===== config.mk =====
export PLATFORM = sky130hd
export DESIGN_NAME = decode_stage
export DESIGN_NICKNAME = d
export VERILOG_FILES = /design/src/hdl/decode_pkg.sv /design/src/hdl/control_decoder.sv /design/src/hdl/imm_gen.sv /design/src/hdl/branch_unit.sv /design/src/hdl/credit_counter.sv /design/src/hdl/decode_fsm.sv /design/src/hdl/id_ex_reg.sv /design/src/hdl/decode_stage.sv
export SDC_FILE = /design/constraint.sdc
export NUM_CORES = 1
export LEC_CHECK = 0
export ABC_AREA = 1
export BUFFER_PORTS_ARGS = -buffer_cell sky130_fd_sc_hd__buf_2
export CORE_MARGIN = 8
export CORE_UTILIZATION = 40
export DETAILED_ROUTE_END_ITERATION = 16
export HOLD_SLACK_MARGIN = 0.02
export PLACE_DENSITY = 0.68
export SYNTH_ARGS = -nofsm -noshare
export SYNTH_HDL_FRONTEND = slang
export SYNTH_SLANG_ARGS = --single-unit

===== constraint.sdc =====
create_clock -name bus -period 12.63 [get_ports bus]
set_input_delay 1.8945 -clock bus [delete_from_list [all_inputs] [get_ports bus]]
set_output_delay 1.8945 -clock bus [all_outputs]
set_load 0.01 [all_outputs]

===== src/hdl/decode_pkg.sv =====
package decode_pkg;

  localparam int XLEN  = 32;
  localparam int REG_W = 5;

  ////////////////////////////////////////
  // Base opcodes
  ////////////////////////////////////////
  localparam logic [6:0] OP_REG    = 7'b0110011;
  localparam logic [6:0] OP_IMM    = 7'b0010011;
  localparam logic [6:0] OP_LOAD   = 7'b0000011;
  localparam logic [6:0] OP_STORE  = 7'b0100011;
  localparam logic [6:0] OP_BRANCH = 7'b1100011;
  localparam logic [6:0] OP_JAL    = 7'b1101111;
  localparam logic [6:0] OP_LUI    = 7'b0110111;

  ////////////////////////////////////////
  // ALU operations, {funct7[5], funct3}
  ////////////////////////////////////////
  localparam logic [3:0] ALU_ADD  = 4'b0000;
  localparam logic [3:0] ALU_SUB  = 4'b1000;
  localparam logic [3:0] ALU_SLL  = 4'b0001;
  localparam logic [3:0] ALU_SLT  = 4'b0010;
  localparam logic [3:0] ALU_SLTU = 4'b0011;
  localparam logic [3:0] ALU_XOR  = 4'b0100;
  localparam logic [3:0] ALU_SRL  = 4'b0101;
  localparam logic [3:0] ALU_SRA  = 4'b1101;
  localparam logic [3:0] ALU_OR   = 4'b0110;
  localparam logic [3:0] ALU_AND  = 4'b0111;

  // One instruction word, six field layouts
  typedef union packed {
    struct packed {
      logic [6:0]       funct7;
      logic [REG_W-1:0] rs2;
      logic [REG_W-1:0] rs1;
      logic [2:0]       funct3;
      logic [REG_W-1:0] rd;
      logic [6:0]       opcode;
    } r;
    struct packed {
      logic [11:0]      imm;
      logic [REG_W-1:0] rs1;
      logic [2:0]       funct3;
      logic [REG_W-1:0] rd;
      logic [6:0]       opcode;
    } i;
    struct packed {
      logic [6:0]       imm_hi;
      logic [REG_W-1:0] rs2;
      logic [REG_W-1:0] rs1;
      logic [2:0]       funct3;
      logic [4:0]       imm_lo;
      logic [6:0]       opcode;
    } s;
    struct packed {
      logic             imm_12;
      logic [5:0]       imm_10_5;
      logic [REG_W-1:0] rs2;
      logic [REG_W-1:0] rs1;
      logic [2:0]       funct3;
      logic [3:0]       imm_4_1;
      logic             imm_11;
      logic [6:0]       opcode;
    } b;
    struct packed {
      logic [19:0]      imm;
      logic [REG_W-1:0] rd;
      logic [6:0]       opcode;
    } u;
    struct packed {
      logic             imm_20;
      logic [9:0]       imm_10_1;
      logic             imm_11;
      logic [7:0]       imm_19_12;
      logic [REG_W-1:0] rd;
      logic [6:0]       opcode;
    } j;
  } instr_u;

endpackage


===== src/hdl/control_decoder.sv =====
`timescale 1ns/1ns

module control_decoder
  import decode_pkg::*;
(
  input  instr_u     instr,
  output logic [3:0] alu_op,
  output logic       alu_src,
  output logic       mem_read,
  output logic       mem_write,
  output logic [2:0] mem_size,
  output logic       reg_write,
  output logic       branch,
  output logic       jal,
  output logic       lui,
  output logic       illegal
);

  always_comb begin
    alu_op    = ALU_ADD;
    alu_src   = 1'b0;
    mem_read  = 1'b0;
    mem_write = 1'b0;
    mem_size  = 3'b000;
    reg_write = 1'b0;
    branch    = 1'b0;
    jal       = 1'b0;
    lui       = 1'b0;
    illegal   = 1'b0;

    case (instr.r.opcode)
      OP_REG: begin
        reg_write = 1'b1;
        alu_op    = {instr.r.funct7[5], instr.r.funct3};
        // Alternate encoding exists only for SUB and SRA
        if (instr.r.funct7 == 7'b0100000) begin
          illegal = !(instr.r.funct3 inside {3'b000, 3'b101});
        end else begin
          illegal = instr.r.funct7 != 7'b0000000;
        end
      end
      OP_IMM: begin
        reg_write = 1'b1;
        alu_src   = 1'b1;
        alu_op    = {1'b0, instr.i.funct3};
        // Upper immediate bits act as funct7 for shifts only
        if (instr.i.funct3 == 3'b001) begin
          illegal = instr.r.funct7 != 7'b0000000;
        end else if (instr.i.funct3 == 3'b101) begin
          alu_op[3] = instr.r.funct7[5];
          illegal   = !(instr.r.funct7 inside {7'b0000000, 7'b0100000});
        end
      end
      OP_LOAD: begin
        mem_read  = 1'b1;
        reg_write = 1'b1;
        alu_src   = 1'b1;
        mem_size  = instr.i.funct3;
        illegal   = !(instr.i.funct3 inside {3'b000, 3'b001, 3'b010, 3'b100, 3'b101});
      end
      OP_STORE: begin
        mem_write = 1'b1;
        alu_src   = 1'b1;
        mem_size  = instr.i.funct3;
        illegal   = !(instr.i.funct3 inside {3'b000, 3'b001, 3'b010});
      end
      OP_BRANCH: begin
        branch  = 1'b1;
        alu_op  = ALU_SUB;
        illegal = instr.i.funct3 inside {3'b010, 3'b011};
      end
      OP_JAL: begin
        jal       = 1'b1;
        reg_write = 1'b1;
      end
      OP_LUI: begin
        lui       = 1'b1;
        reg_write = 1'b1;
        alu_src   = 1'b1;
      end
      default: begin
        illegal = 1'b1;
      end
    endcase

    // Nothing of an illegal word reaches execute
    if (illegal) begin
      alu_op    = ALU_ADD;
      alu_src   = 1'b0;
      mem_read  = 1'b0;
      mem_write = 1'b0;
      mem_size  = 3'b000;
      reg_write = 1'b0;
      branch    = 1'b0;
      jal       = 1'b0;
      lui       = 1'b0;
    end
  end

endmodule


===== src/hdl/imm_gen.sv =====
`timescale 1ns/1ns

module imm_gen
  import decode_pkg::*;
(
  input  instr_u          instr,
  output logic [XLEN-1:0] imm
);

  always_comb begin
    case (instr.i.opcode)
      OP_IMM, OP_LOAD: begin
        imm = {{20{instr.i.imm[11]}}, instr.i.imm};
      end
      OP_STORE: begin
        imm = {{20{instr.s.imm_hi[6]}}, instr.s.imm_hi, instr.s.imm_lo};
      end
      // Branch offsets are in half words
      OP_BRANCH: begin
        imm = {{19{instr.b.imm_12}}, instr.b.imm_12, instr.b.imm_11,
               instr.b.imm_10_5, instr.b.imm_4_1, 1'b0};
      end
      OP_JAL: begin
        imm = {{11{instr.j.imm_20}}, instr.j.imm_20, instr.j.imm_19_12,
               instr.j.imm_11, instr.j.imm_10_1, 1'b0};
      end
      OP_LUI: begin
        imm = {instr.u.imm, 12'h000};
      end
      default: begin
        imm = '0;
      end
    endcase
  end

endmodule


===== src/hdl/branch_unit.sv =====
`timescale 1ns/1ns

module branch_unit
  import decode_pkg::*;
#(
  parameter int PC_W = 16
) (
  input  logic [XLEN-1:0] rs1_data,
  input  logic [XLEN-1:0] rs2_data,
  input  logic [2:0]      funct3,
  input  logic            branch,
  input  logic            jal,
  input  logic [XLEN-1:0] imm,
  input  logic [PC_W-1:0] pc,
  output logic            taken,
  output logic [PC_W-1:0] target
);

  logic equal;
  logic less_signed;
  logic less_unsigned;
  logic condition;

  assign equal         = rs1_data == rs2_data;
  assign less_signed   = $signed(rs1_data) < $signed(rs2_data);
  assign less_unsigned = rs1_data < rs2_data;

  // Odd funct3 values invert the even compare
  always_comb begin
    case (funct3)
      3'b000:  condition = equal;
      3'b001:  condition = !equal;
      3'b100:  condition = less_signed;
      3'b101:  condition = !less_signed;
      3'b110:  condition = less_unsigned;
      3'b111:  condition = !less_unsigned;
      default: condition = 1'b0;
    endcase
  end

  assign taken  = jal || (branch && condition);
  assign target = pc + imm[PC_W-1:0];

endmodule


===== src/hdl/credit_counter.sv =====
`timescale 1ns/1ns

module credit_counter #(
  parameter int CREDITS = 4
) (
  input  logic bus,
  input  logic reset,
  input  logic issue,
  input  logic credit_return,
  output logic available
);

  localparam int CNT_W = $clog2(CREDITS + 1);

  logic [CNT_W-1:0] count;

  // Issue and return in one cycle cancel out
  always_ff @(posedge bus) begin
    if (reset) begin
      count <= CNT_W'(CREDITS);
    end else begin
      case ({issue, credit_return})
        2'b10: begin
          if (count != '0) begin
            count <= count - 1'b1;
          end
        end
        2'b01: begin
          if (count != CNT_W'(CREDITS)) begin
            count <= count + 1'b1;
          end
        end
        default: begin
          count <= count;
        end
      endcase
    end
  end

  assign available = count != '0;

endmodule


===== src/hdl/decode_fsm.sv =====
`timescale 1ns/1ns

module decode_fsm
  import decode_pkg::*;
(
  input  logic             bus,
  input  logic             reset,
  input  logic             instr_valid,
  input  instr_u           instr,
  input  logic             available,
  input  logic             credit_return,
  input  logic             last_load,
  input  logic [REG_W-1:0] last_rd,
  input  logic             taken,
  input  logic             illegal_in,
  output logic             hold,
  output logic             accept,
  output logic             issue,
  output logic             redirect,
  output logic             illegal
);

  localparam logic [1:0] RUN        = 2'd0;
  localparam logic [1:0] LOAD_STALL = 2'd1;
  localparam logic [1:0] FLUSH      = 2'd2;

  logic [1:0] state;
  logic [1:0] state_next;
  logic       reads_rs1;
  logic       reads_rs2;
  logic       load_use;
  logic       no_credit;
  logic       flushing;

  assign flushing = state == FLUSH;

  // LUI and JAL have no source registers
  assign reads_rs1 = !(instr.r.opcode inside {OP_LUI, OP_JAL});
  assign reads_rs2 = instr.r.opcode inside {OP_REG, OP_STORE, OP_BRANCH};

  assign load_use = instr_valid && state == RUN && last_load &&
                    ((reads_rs1 && instr.r.rs1 != '0 && instr.r.rs1 == last_rd) ||
                     (reads_rs2 && instr.r.rs2 != '0 && instr.r.rs2 == last_rd));

  // A returning credit is usable in its own cycle
  assign no_credit = !available && !credit_return && !(instr_valid && illegal_in);

  // The wrong-path word is swallowed without waiting
  assign hold     = !flushing && (load_use || no_credit);
  assign accept   = instr_valid && !hold;
  assign issue    = accept && !flushing && !illegal_in;
  assign redirect = accept && !flushing && taken;

  ////////////////////////////////////////
  // Next state
  ////////////////////////////////////////
  always_comb begin
    state_next = state;
    case (state)
      RUN: begin
        if (load_use) begin
          state_next = LOAD_STALL;
        end else if (redirect) begin
          state_next = FLUSH;
        end
      end
      LOAD_STALL: begin
        if (redirect) begin
          state_next = FLUSH;
        end else if (accept) begin
          state_next = RUN;
        end
      end
      FLUSH: begin
        if (accept) begin
          state_next = RUN;
        end
      end
      default: begin
        state_next = RUN;
      end
    endcase
  end

  always_ff @(posedge bus) begin
    if (reset) begin
      state   <= RUN;
      illegal <= 1'b0;
    end else begin
      state   <= state_next;
      illegal <= accept && !flushing && illegal_in;
    end
  end

endmodule


===== src/hdl/id_ex_reg.sv =====
`timescale 1ns/1ns

module id_ex_reg
  import decode_pkg::*;
#(
  parameter int PC_W = 16
) (
  input  logic             bus,
  input  logic             reset,
  input  logic             issue,
  input  logic [PC_W-1:0]  pc,
  input  logic [XLEN-1:0]  rs1_data,
  input  logic [XLEN-1:0]  rs2_data,
  input  logic [XLEN-1:0]  imm,
  input  logic [REG_W-1:0] rs1,
  input  logic [REG_W-1:0] rs2,
  input  logic [REG_W-1:0] rd,
  input  logic [3:0]       alu_op,
  input  logic             alu_src,
  input  logic             mem_read,
  input  logic             mem_write,
  input  logic [2:0]       mem_size,
  input  logic             reg_write,
  input  logic             jal,
  input  logic             lui,
  output logic             ex_valid,
  output logic [PC_W-1:0]  ex_pc,
  output logic [XLEN-1:0]  ex_rs1_data,
  output logic [XLEN-1:0]  ex_rs2_data,
  output logic [XLEN-1:0]  ex_imm,
  output logic [REG_W-1:0] ex_rs1,
  output logic [REG_W-1:0] ex_rs2,
  output logic [REG_W-1:0] ex_rd,
  output logic [3:0]       ex_alu_op,
  output logic             ex_alu_src,
  output logic             ex_mem_read,
  output logic             ex_mem_write,
  output logic [2:0]       ex_mem_size,
  output logic             ex_reg_write,
  output logic             ex_jal,
  output logic             ex_lui,
  output logic             last_load,
  output logic [REG_W-1:0] last_rd
);

  // Valid and enables
  always_ff @(posedge bus) begin
    if (reset) begin
      ex_valid     <= 1'b0;
      ex_mem_read  <= 1'b0;
      ex_mem_write <= 1'b0;
      ex_reg_write <= 1'b0;
    end else begin
      ex_valid <= issue;
      if (issue) begin
        ex_mem_read  <= mem_read;
        ex_mem_write <= mem_write;
        ex_reg_write <= reg_write;
      end
    end
  end

  // Operands and the rest of the controls
  always_ff @(posedge bus) begin
    if (issue) begin
      ex_pc       <= pc;
      ex_rs1_data <= rs1_data;
      ex_rs2_data <= rs2_data;
      ex_imm      <= imm;
      ex_rs1      <= rs1;
      ex_rs2      <= rs2;
      ex_rd       <= rd;
      ex_alu_op   <= alu_op;
      ex_alu_src  <= alu_src;
      ex_mem_size <= mem_size;
      ex_jal      <= jal;
      ex_lui      <= lui;
    end
  end

  // Load issued last cycle, for the hazard check
  assign last_load = ex_valid && ex_mem_read;
  assign last_rd   = ex_rd;

endmodule


===== src/hdl/decode_stage.sv =====
`timescale 1ns/1ns

module decode_stage
  import decode_pkg::*;
#(
  parameter int PC_W    = 16,
  parameter int CREDITS = 4
) (
  input  logic             bus,
  input  logic             reset,
  input  logic             instr_valid,
  input  logic [31:0]      instr,
  input  logic [PC_W-1:0]  instr_pc,
  input  logic [XLEN-1:0]  rs1_data,
  input  logic [XLEN-1:0]  rs2_data,
  input  logic             credit_return,
  output logic             hold,
  output logic             redirect,
  output logic [PC_W-1:0]  redirect_pc,
  output logic             illegal,
  output logic             ex_valid,
  output logic [PC_W-1:0]  ex_pc,
  output logic [XLEN-1:0]  ex_rs1_data,
  output logic [XLEN-1:0]  ex_rs2_data,
  output logic [XLEN-1:0]  ex_imm,
  output logic [REG_W-1:0] ex_rs1,
  output logic [REG_W-1:0] ex_rs2,
  output logic [REG_W-1:0] ex_rd,
  output logic [3:0]       ex_alu_op,
  output logic             ex_alu_src,
  output logic             ex_mem_read,
  output logic             ex_mem_write,
  output logic [2:0]       ex_mem_size,
  output logic             ex_reg_write,
  output logic             ex_jal,
  output logic             ex_lui
);

  instr_u           instr_word;
  logic [3:0]       alu_op;
  logic             alu_src;
  logic             mem_read;
  logic             mem_write;
  logic [2:0]       mem_size;
  logic             reg_write;
  logic             branch;
  logic             jal;
  logic             lui;
  logic             dec_illegal;
  logic [XLEN-1:0]  imm;
  logic             taken;
  logic             available;
  logic             issue;
  logic             last_load;
  logic [REG_W-1:0] last_rd;

  assign instr_word = instr;

  ////////////////////////////////////////
  // Combinational decode
  ////////////////////////////////////////
  control_decoder u_control_decoder (
    .instr     (instr_word),
    .alu_op    (alu_op),
    .alu_src   (alu_src),
    .mem_read  (mem_read),
    .mem_write (mem_write),
    .mem_size  (mem_size),
    .reg_write (reg_write),
    .branch    (branch),
    .jal       (jal),
    .lui       (lui),
    .illegal   (dec_illegal)
  );

  imm_gen u_imm_gen (
    .instr (instr_word),
    .imm   (imm)
  );

  // Resolved here so fetch turns around at once
  branch_unit #(
    .PC_W (PC_W)
  ) u_branch_unit (
    .rs1_data (rs1_data),
    .rs2_data (rs2_data),
    .funct3   (instr_word.r.funct3),
    .branch   (branch),
    .jal      (jal),
    .imm      (imm),
    .pc       (instr_pc),
    .taken    (taken),
    .target   (redirect_pc)
  );

  ////////////////////////////////////////
  // Flow control and ID/EX register
  ////////////////////////////////////////
  credit_counter #(
    .CREDITS (CREDITS)
  ) u_credit_counter (
    .bus           (bus),
    .reset         (reset),
    .issue         (issue),
    .credit_return (credit_return),
    .available     (available)
  );

  decode_fsm u_decode_fsm (
    .bus           (bus),
    .reset         (reset),
    .instr_valid   (instr_valid),
    .instr         (instr_word),
    .available     (available),
    .credit_return (credit_return),
    .last_load     (last_load),
    .last_rd       (last_rd),
    .taken         (taken),
    .illegal_in    (dec_illegal),
    .hold          (hold),
    .accept        (),
    .issue         (issue),
    .redirect      (redirect),
    .illegal       (illegal)
  );

  id_ex_reg #(
    .PC_W (PC_W)
  ) u_id_ex_reg (
    .bus          (bus),
    .reset        (reset),
    .issue        (issue),
    .pc           (instr_pc),
    .rs1_data     (rs1_data),
    .rs2_data     (rs2_data),
    .imm          (imm),
    .rs1          (instr_word.r.rs1),
    .rs2          (instr_word.r.rs2),
    .rd           (instr_word.r.rd),
    .alu_op       (alu_op),
    .alu_src      (alu_src),
    .mem_read     (mem_read),
    .mem_write    (mem_write),
    .mem_size     (mem_size),
    .reg_write    (reg_write),
    .jal          (jal),
    .lui          (lui),
    .ex_valid     (ex_valid),
    .ex_pc        (ex_pc),
    .ex_rs1_data  (ex_rs1_data),
    .ex_rs2_data  (ex_rs2_data),
    .ex_imm       (ex_imm),
    .ex_rs1       (ex_rs1),
    .ex_rs2       (ex_rs2),
    .ex_rd        (ex_rd),
    .ex_alu_op    (ex_alu_op),
    .ex_alu_src   (ex_alu_src),
    .ex_mem_read  (ex_mem_read),
    .ex_mem_write (ex_mem_write),
    .ex_mem_size  (ex_mem_size),
    .ex_reg_write (ex_reg_write),
    .ex_jal       (ex_jal),
    .ex_lui       (ex_lui),
    .last_load    (last_load),
    .last_rd      (last_rd)
  );

endmodule


# Word level (Yosys, flattened, before mapping)
# Cells that the tools add are included.
dict set report word_totals {
  in_bits 116
  out_inout_bits 160
  word_cells 137
  ff_bits 147
}
dict set report classes {
  n_reduce_logical 57
  add_sub_neg 3
  mux 29
  n_eq_ne 26
  bitwise_logic 1
  order_cmp 2
}
# op count
set op_table {}
lappend op_table {{32-bit one-hot mux with 5 select lines} 1}
lappend op_table {{32-bit < comparator} 2}
lappend op_table {{32-bit equality test} 1}
lappend op_table {{7-bit by 6-bit equality test with 1-bit output (second input constant)} 4}
lappend op_table {{1-bit logical AND} 18}
lappend op_table {{1-bit 2-to-1 mux} 17}
lappend op_table {{16-bit adder} 1}
lappend op_table {{5-bit nonzero test} 3}
lappend op_table {{7-bit equality test (second input constant)} 2}
lappend op_table {{1-bit logical NOT} 14}
lappend op_table {{3-bit equality test (second input constant)} 4}
lappend op_table {{1-bit one-hot mux with 6 select lines} 2}
lappend op_table {{4-bit one-hot mux with 3 select lines} 1}
lappend op_table {{5-bit equality test} 2}
lappend op_table {{2-bit nonzero test} 5}
lappend op_table {{3-bit nonzero test} 3}
lappend op_table {{2-bit 2-to-1 mux} 4}
lappend op_table {{2-bit OR reduction} 4}
lappend op_table {{7-bit by 2-bit equality test with 1-bit output (second input constant)} 1}
lappend op_table {{7-bit by 5-bit equality test with 1-bit output (second input constant)} 1}
lappend op_table {{7-bit logical NOT} 1}
lappend op_table {{7-bit nonzero test} 1}
lappend op_table {{3-bit by 2-bit equality test with 1-bit output (second input constant)} 2}
lappend op_table {{3-bit 2-to-1 mux} 2}
lappend op_table {{17 further kinds} 22}

# Logic depth before layout (Yosys ltp)
dict set report depth {
  word_depth 18
  depth_mapped 23
  depth_no_buf 23
}

# Modules after synthesis
# From an unflattened synthesis, not the netlist that was laid out.
dict set report hier_totals {
  hier_cells 745
  hier_area_um2 7622.3
}
# module instances cells_each area_per_inst_um2 seq_area_each_um2
set modules_own_cells {}
lappend modules_own_cells {id_ex_reg 1 166 4306.6 4194.0}
lappend modules_own_cells {branch_unit 1 260 1631.6 0.0}
lappend modules_own_cells {imm_gen 1 106 583.1 0.0}
lappend modules_own_cells {decode_fsm 1 83 454.2 60.1}
lappend modules_own_cells {control_decoder 1 84 384.1 0.0}
lappend modules_own_cells {credit_counter 1 46 262.8 60.1}

# Worst setup path before layout
# OpenSTA, ideal clock, no wires.
dict set report synth_path {
  path_kind {input port to flip-flop}
  from {in instr[1]}
  to {reg u_credit_counter.count[2]}
  required_ps 12509
  path_stages 17
  path_slack_ps 4868
  t_arrival_ps 7640
  n_path_buf 0
  setup_time_ps 121
  path_cell_list {nand2_2 > nor3_4 > nand2_1 > nor2_1 > a31oi_1 > nand3_4 > nand2_2 > nand2_2 > nand4_4 > nor2_2 > ha_1 > inv_1 > nand2_1 > o21ai_0 > inv_1 > nor2_1 > o31ai_1}
}
dict set report synth_between {
  elab_chain_cells 16
  word_cells_on_any_way 35
  classes_between {eq/ne (11); mux (2); reduce/logical (22)}
}
# item line
set synth_rtl {}
lappend synth_rtl {{start, declared} decode_stage.sv:12} ;# input logic [31:0] instr,
lappend synth_rtl {{parallel branches: the longest is 12 deep, another holds 7-bit equality test} n/a}
lappend synth_rtl {{1-bit logical AND (*)} decode_fsm.sv:51} ;# assign issue = accept && !flushing && !illegal_in;
lappend synth_rtl {{named net issue} decode_stage.sv:53} ;# logic issue;
lappend synth_rtl {{2-bit by 1-bit equality test with 1-bit output / 2-bit equality test (equally long branches)} credit_counter.sv:22} ;# case ({issue, credit_return})
lappend synth_rtl {{2-bit by 1-bit != test with 1-bit output (no line) / 2-bit nonzero test (equally long branches)} n/a}
lappend synth_rtl {{3-bit AND reduction (no line)} n/a}
lappend synth_rtl {{end signal, assigned} credit_counter.sv:20} ;# count <= CNT_W'(CREDITS);
lappend synth_rtl {{end signal, assigned} credit_counter.sv:25} ;# count <= count - 1'b1;
lappend synth_rtl {{end signal, assigned} credit_counter.sv:30} ;# count <= count + 1'b1;
lappend synth_rtl {{end, declared} credit_counter.sv:15} ;# logic [CNT_W-1:0] count;
# Mark *: on every way through the listed nets, which the timed path passes.
# A chain may end at the register's enable or synchronous reset.

# Worst setup path after layout
dict set report layout_path {
  from {in instr[2]}
  to {out redirect_pc[12]}
}
dict set report layout_between {
  elab_chain_cells 4
  word_cells_on_any_way 9
  classes_between {add/sub (1); eq/ne (6); mux (1); reduce/logical (1)}
}
# item line
set layout_rtl {}
lappend layout_rtl {{7-bit by 2-bit equality test with 1-bit output / 7-bit by 5-bit equality test with 1-bit output (equally long branches)} imm_gen.sv:11} ;# case (instr.i.opcode)
lappend layout_rtl {{2-bit OR reduction} imm_gen.sv:11}
lappend layout_rtl {{32-bit one-hot mux with 5 select lines (*)} imm_gen.sv:11}
lappend layout_rtl {{named net imm[1]} decode_stage.sv:50} ;# logic [XLEN-1:0] imm;
lappend layout_rtl {{16-bit adder (*)} branch_unit.sv:42} ;# assign target = pc + imm[PC_W-1:0];
lappend layout_rtl {{end, declared} decode_stage.sv:19} ;# output logic [PC_W-1:0] redirect_pc,
# The timed path passes the listed nets; every way through them passes the cells marked *.

==> summary.txt <==
Run status
  – Status: completed

Power and ir drop
  – Total power: 1.17 mW
  – Flop pwr share: approximately 47%
  – Net switching power: 0.272 mW
  – VDD IR max: 0.0892 mV
  – Switching share of power: 23.3%
  – LEAKAGE: 4.58 nW
  – Clk pwr share: 44.3%
  – Power density over the cells: 125 nW/µm²
  – Logic pwr share: a little over 9%
  – P_int: 0.893 mW

Worst setup path
  – Worst EP arrival: 5.41 ns
  – Startpoint types: input port
  – Worst R2R End: u_id_ex_reg.ex_rs2_data[24]
  – Crit-path slowest cell: fa_1
  – Reg2reg path depth: 11
  – Worst EP required: 10.74 ns
  – Crit. End Element: output port
  – RR Startpoint: u_id_ex_reg.ex_rd[1]
  – CP cell instances: buf_2, inv_1, nand2_1, nor3_2, nand2_2, nor2_2, nor2_1, nand2_1, inv_1, o22ai_1, inv_1, fa_1, o21ai_0, a21oi_1, inv_1, a21oi_1, o21ai_0, nand3_1, nand2_1, nand3_1, nand2_1, xor2_1, buf_2
  – Top delay family on crit path: simple AND/OR/NAND/NOR gates
  – Buffers & Inverters on Critical Path: 6
  – CP max stage delay: 0.44 ns
  – WS Path Type: in2out
  – R2R setup slack: approximately 9.2 ns
  – Crit Path Max Fanout: 4

Timing
  – Fmax: 137 MHz
  – Final period util: a little under 60%
  – Worst slew pin tran: 1.11 ns
  – RSZ-0062 raised after global routing: false
  – Minimum clock period: 7.31 ns
  – Fin Setup TNS: 0 ns
  – Max-slew headroom: 26.2%
  – Post-Route Skew: approximately 0.011 ns
  – Hold Vio Cnt, Final: 0
  – Endpoints failing setup: 0
  – Max Slew Vio Count: 0

Cells and area
  – Fillers: 1573
  – Final Non-Filler Cells: 1175
  – Final net count: 1104
  – ANT cells: 0
  – Final Cell Area: 9340 µm²
  – Area grow syn2layout: 32.2%
  – Share of cells above drive strength 1: 35.1%

Flow run
  – MaxCap Viol Count: 0

GRT
  – Antenna violations before repair: 2
  – Vias in the first global route: roughly 5600
  – Global-route congestion overflow total: 0
  – Pin count of the biggest net entering global routing: 87
  – First-pass GRT wire length: 30000 µm
  – Gr usage total: between 10% and 20%

Die
  – # rows: 48
  – Starting Density: 40.8%
  – Die area: 22200 µm²
  – Die height: 149 µm
  – Core area: 17300 µm²
  – Io pins: 276
  – Die Span X: 149 µm

Logic synthesis
  – Seq/Total Area, Yosys: 61.1%
  – Most common cell in the synthesized netlist: edfxtp_1
  – Ys flop type: edfxtp_1
  – Share of the synthesized area in the top cell type: 58.2%
  – Commonest cells post-synth: edfxtp_1, inv_1, nand2_1
  – Fraction of registers with async set/reset: 0%
  – Post-Syn Instances: between 600 and 700
  – Synthesis-stage register bit count: 147
  – Yosys warning total: 0
  – Number of flops mapped to enable cells by yosys: between 100 and 150
  – Synthesized area: 7070 µm²
  – Dominant cells by area after synthesis: edfxtp_1, ha_1, inv_1
  – Post-synth top area cell: edfxtp_1
  – Avg Cell Area, Syn: approximately 11 µm²
  – Synthesized net count: 810
  – Netlist cell types: 39

Min path
  – Hold Crit Depth: 2
  – HP Class: reg2reg
  – Worst Min Path Start: u_id_ex_reg.ex_mem_write
  – Endpoint of the worst hold path: u_id_ex_reg.ex_mem_write

Detailed routing
  – DR pass1 iterations: 5
  – Antenna viol nets, final: 0
  – Via count: 5530
  – 1st-iter DRT viols: roughly 310
  – Drt wl/cell: between 15 and 20 µm
  – DRT Wirelength: roughly 20000 µm
  – DRC errors left: 0
  – Vias per inst: 4.71

Place
  – Placed cells: 1143
  – Post-DP HPWL: 16300 µm
  – Final GP Congestion: 0.887
  – Port buffer count: 275
  – DP Area: around 8700 µm²

Clocking
  – H-tree depth: 4
  – Bufs on Longest Clock Path: 2
  – Worst-Skew Late Latency: about 0.41 ns
  – CTS buffer count: 17
  – Cts repair resizes: 0
  – Clock slew at reported path FFs: roughly 0.070 ns
  – Hold-fix buffers, CTS: 0
  – Setup Fix Bufs, Post-CTS: 0
  – CTS tree: done
  – CTS root buf: clkbuf_16
  – Clock sinks: about 150
-- worst max path at each step --
stage | from | end | cells past startpoint
final | instr[2] | redirect_pc[12] | 23
after global routing | instr[2] | redirect_pc[12] | 23
after CTS | instr[2] | redirect_pc[12] | 22
after detailed placement | instr[2] | redirect_pc[12] | 22
after global placement | instr[2] | redirect_pc[12] | 22
after floorplan | instr[1] | u_credit_counter.count[2] | 17
-- sequential cells by signal, summed over array words and instances, names as in the netlist --
register / cells
u_id_ex_reg.ex_mem_read: 1
u_id_ex_reg.ex_rs1_data: 32
u_id_ex_reg.ex_alu_op: 4
u_id_ex_reg.ex_alu_src: 1
u_id_ex_reg.ex_rd: 5
u_id_ex_reg.ex_jal: 1
u_id_ex_reg.ex_rs1: 5
u_credit_counter.count: 3
u_decode_fsm.state: 2
u_id_ex_reg.ex_reg_write: 1
u_id_ex_reg.ex_mem_write: 1
u_id_ex_reg.ex_rs2: 5
u_id_ex_reg.ex_mem_size: 3
u_decode_fsm.illegal: 1
u_id_ex_reg.ex_lui: 1
u_id_ex_reg.ex_valid: 1
u_id_ex_reg.ex_imm: 32
u_id_ex_reg.ex_rs2_data: 32
u_id_ex_reg.ex_pc: 16
-- cells by family after synthesis --
kind of cell | after synthesis | synth area share, %
flip-flops | 147 | 61.1
XOR/XNOR | 19 | 2.36
adder cells (fa/ha/maj) | 51 | 9.24
AO/OA/AOI/OAI | 96 | 7.51
buffers and inverters | 115 | 6.11
AND/OR/NAND/NOR | 215 | 13.7
-- metal layers --
layer  vias to the layer above  GRT usage, %  wire length, µm
li1                       2791             -                -
met1                      2544          21.0             8320
met2                       170          30.4            10200
met3                        21          4.43             1310
met4                         4          5.75              255
met5                         -             0               27
-- worst reg2reg max path, stage by stage, from the launching register on --
cell and delay (ns):
edfxtp_1 0.47, inv_1 0.12, nand2_1 0.05, nand4_1 0.08, nor3_1 0.05, o211ai_1 0.09, o21ai_1 0.16, nand3_1 0.19
nand4_4 0.15, nor2_4 0.11, buf_4 0.57, buf_4 0.92
-- layout make-up --
| cell class | count | area (µm²) | share of cell area [%] |
|---|---|---|---|
| Clock inverter | 15 | 180 | 1.93 |
| Clock buffer | 17 | 425 | 4.55 |
| Timing Repair Buffer | 277 | 1390 | 14.9 |
| Sequential cell | 147 | 4310 | 46.2 |
| Inverter | 113 | 424 | 4.54 |
| Tap cell | 225 | 282 | 3.01 |
| Multi-Input combinational cell | 381 | 2320 | 24.9 |
-- layout by cell type, fill, tap and decap left out, drive strengths merged --
cell / instances
a211oi: 1
a21boi: 2
a21o: 1
a21oi: 33
a221oi: 1
a31oi: 2
and3: 2
buf: 277
bufinv: 3
clkbuf: 17
clkinv: 7
clkinvlp: 2
dfxtp: 10
edfxtp: 137
fa: 2
ha: 49
inv: 116
nand2: 114
nand3: 17
nand4: 6
nor2: 51
nor3: 20
nor4: 4
o2111ai: 1
o211ai: 3
o21a: 2
o21ai: 45
o22ai: 2
o31ai: 3
or3: 1
xnor2: 6
xor2: 13
-- power by group through the flow --
| stage | clock network [mW] | registers, mW | logic [mW] |
|---|---|---|---|
| after floorplan | 0 | 0.555 | 0.0549 |
| after global placement | 0 | 0.552 | 0.105 |
| after detailed placement | 0 | 0.552 | 0.108 |
| after CTS | 0.530 | 0.542 | 0.108 |
| after global routing | 0.545 | 0.542 | 0.122 |
| final | 0.516 | 0.542 | 0.107 |
-- stage by stage --
step           util (%)  setup WS [ns]  hold slack, ns
4_1_cts            54.0           5.32           0.516
5_1_grt            54.0           4.87           0.548
2_1_floorplan         -           4.87           0.478
3_3_place_gp       50.5           5.50           0.482
6_report           54.0           5.32           0.506
3_5_place_dp       50.5           5.30           0.490
No activity file was read; power rests on OpenSTA's default activity.
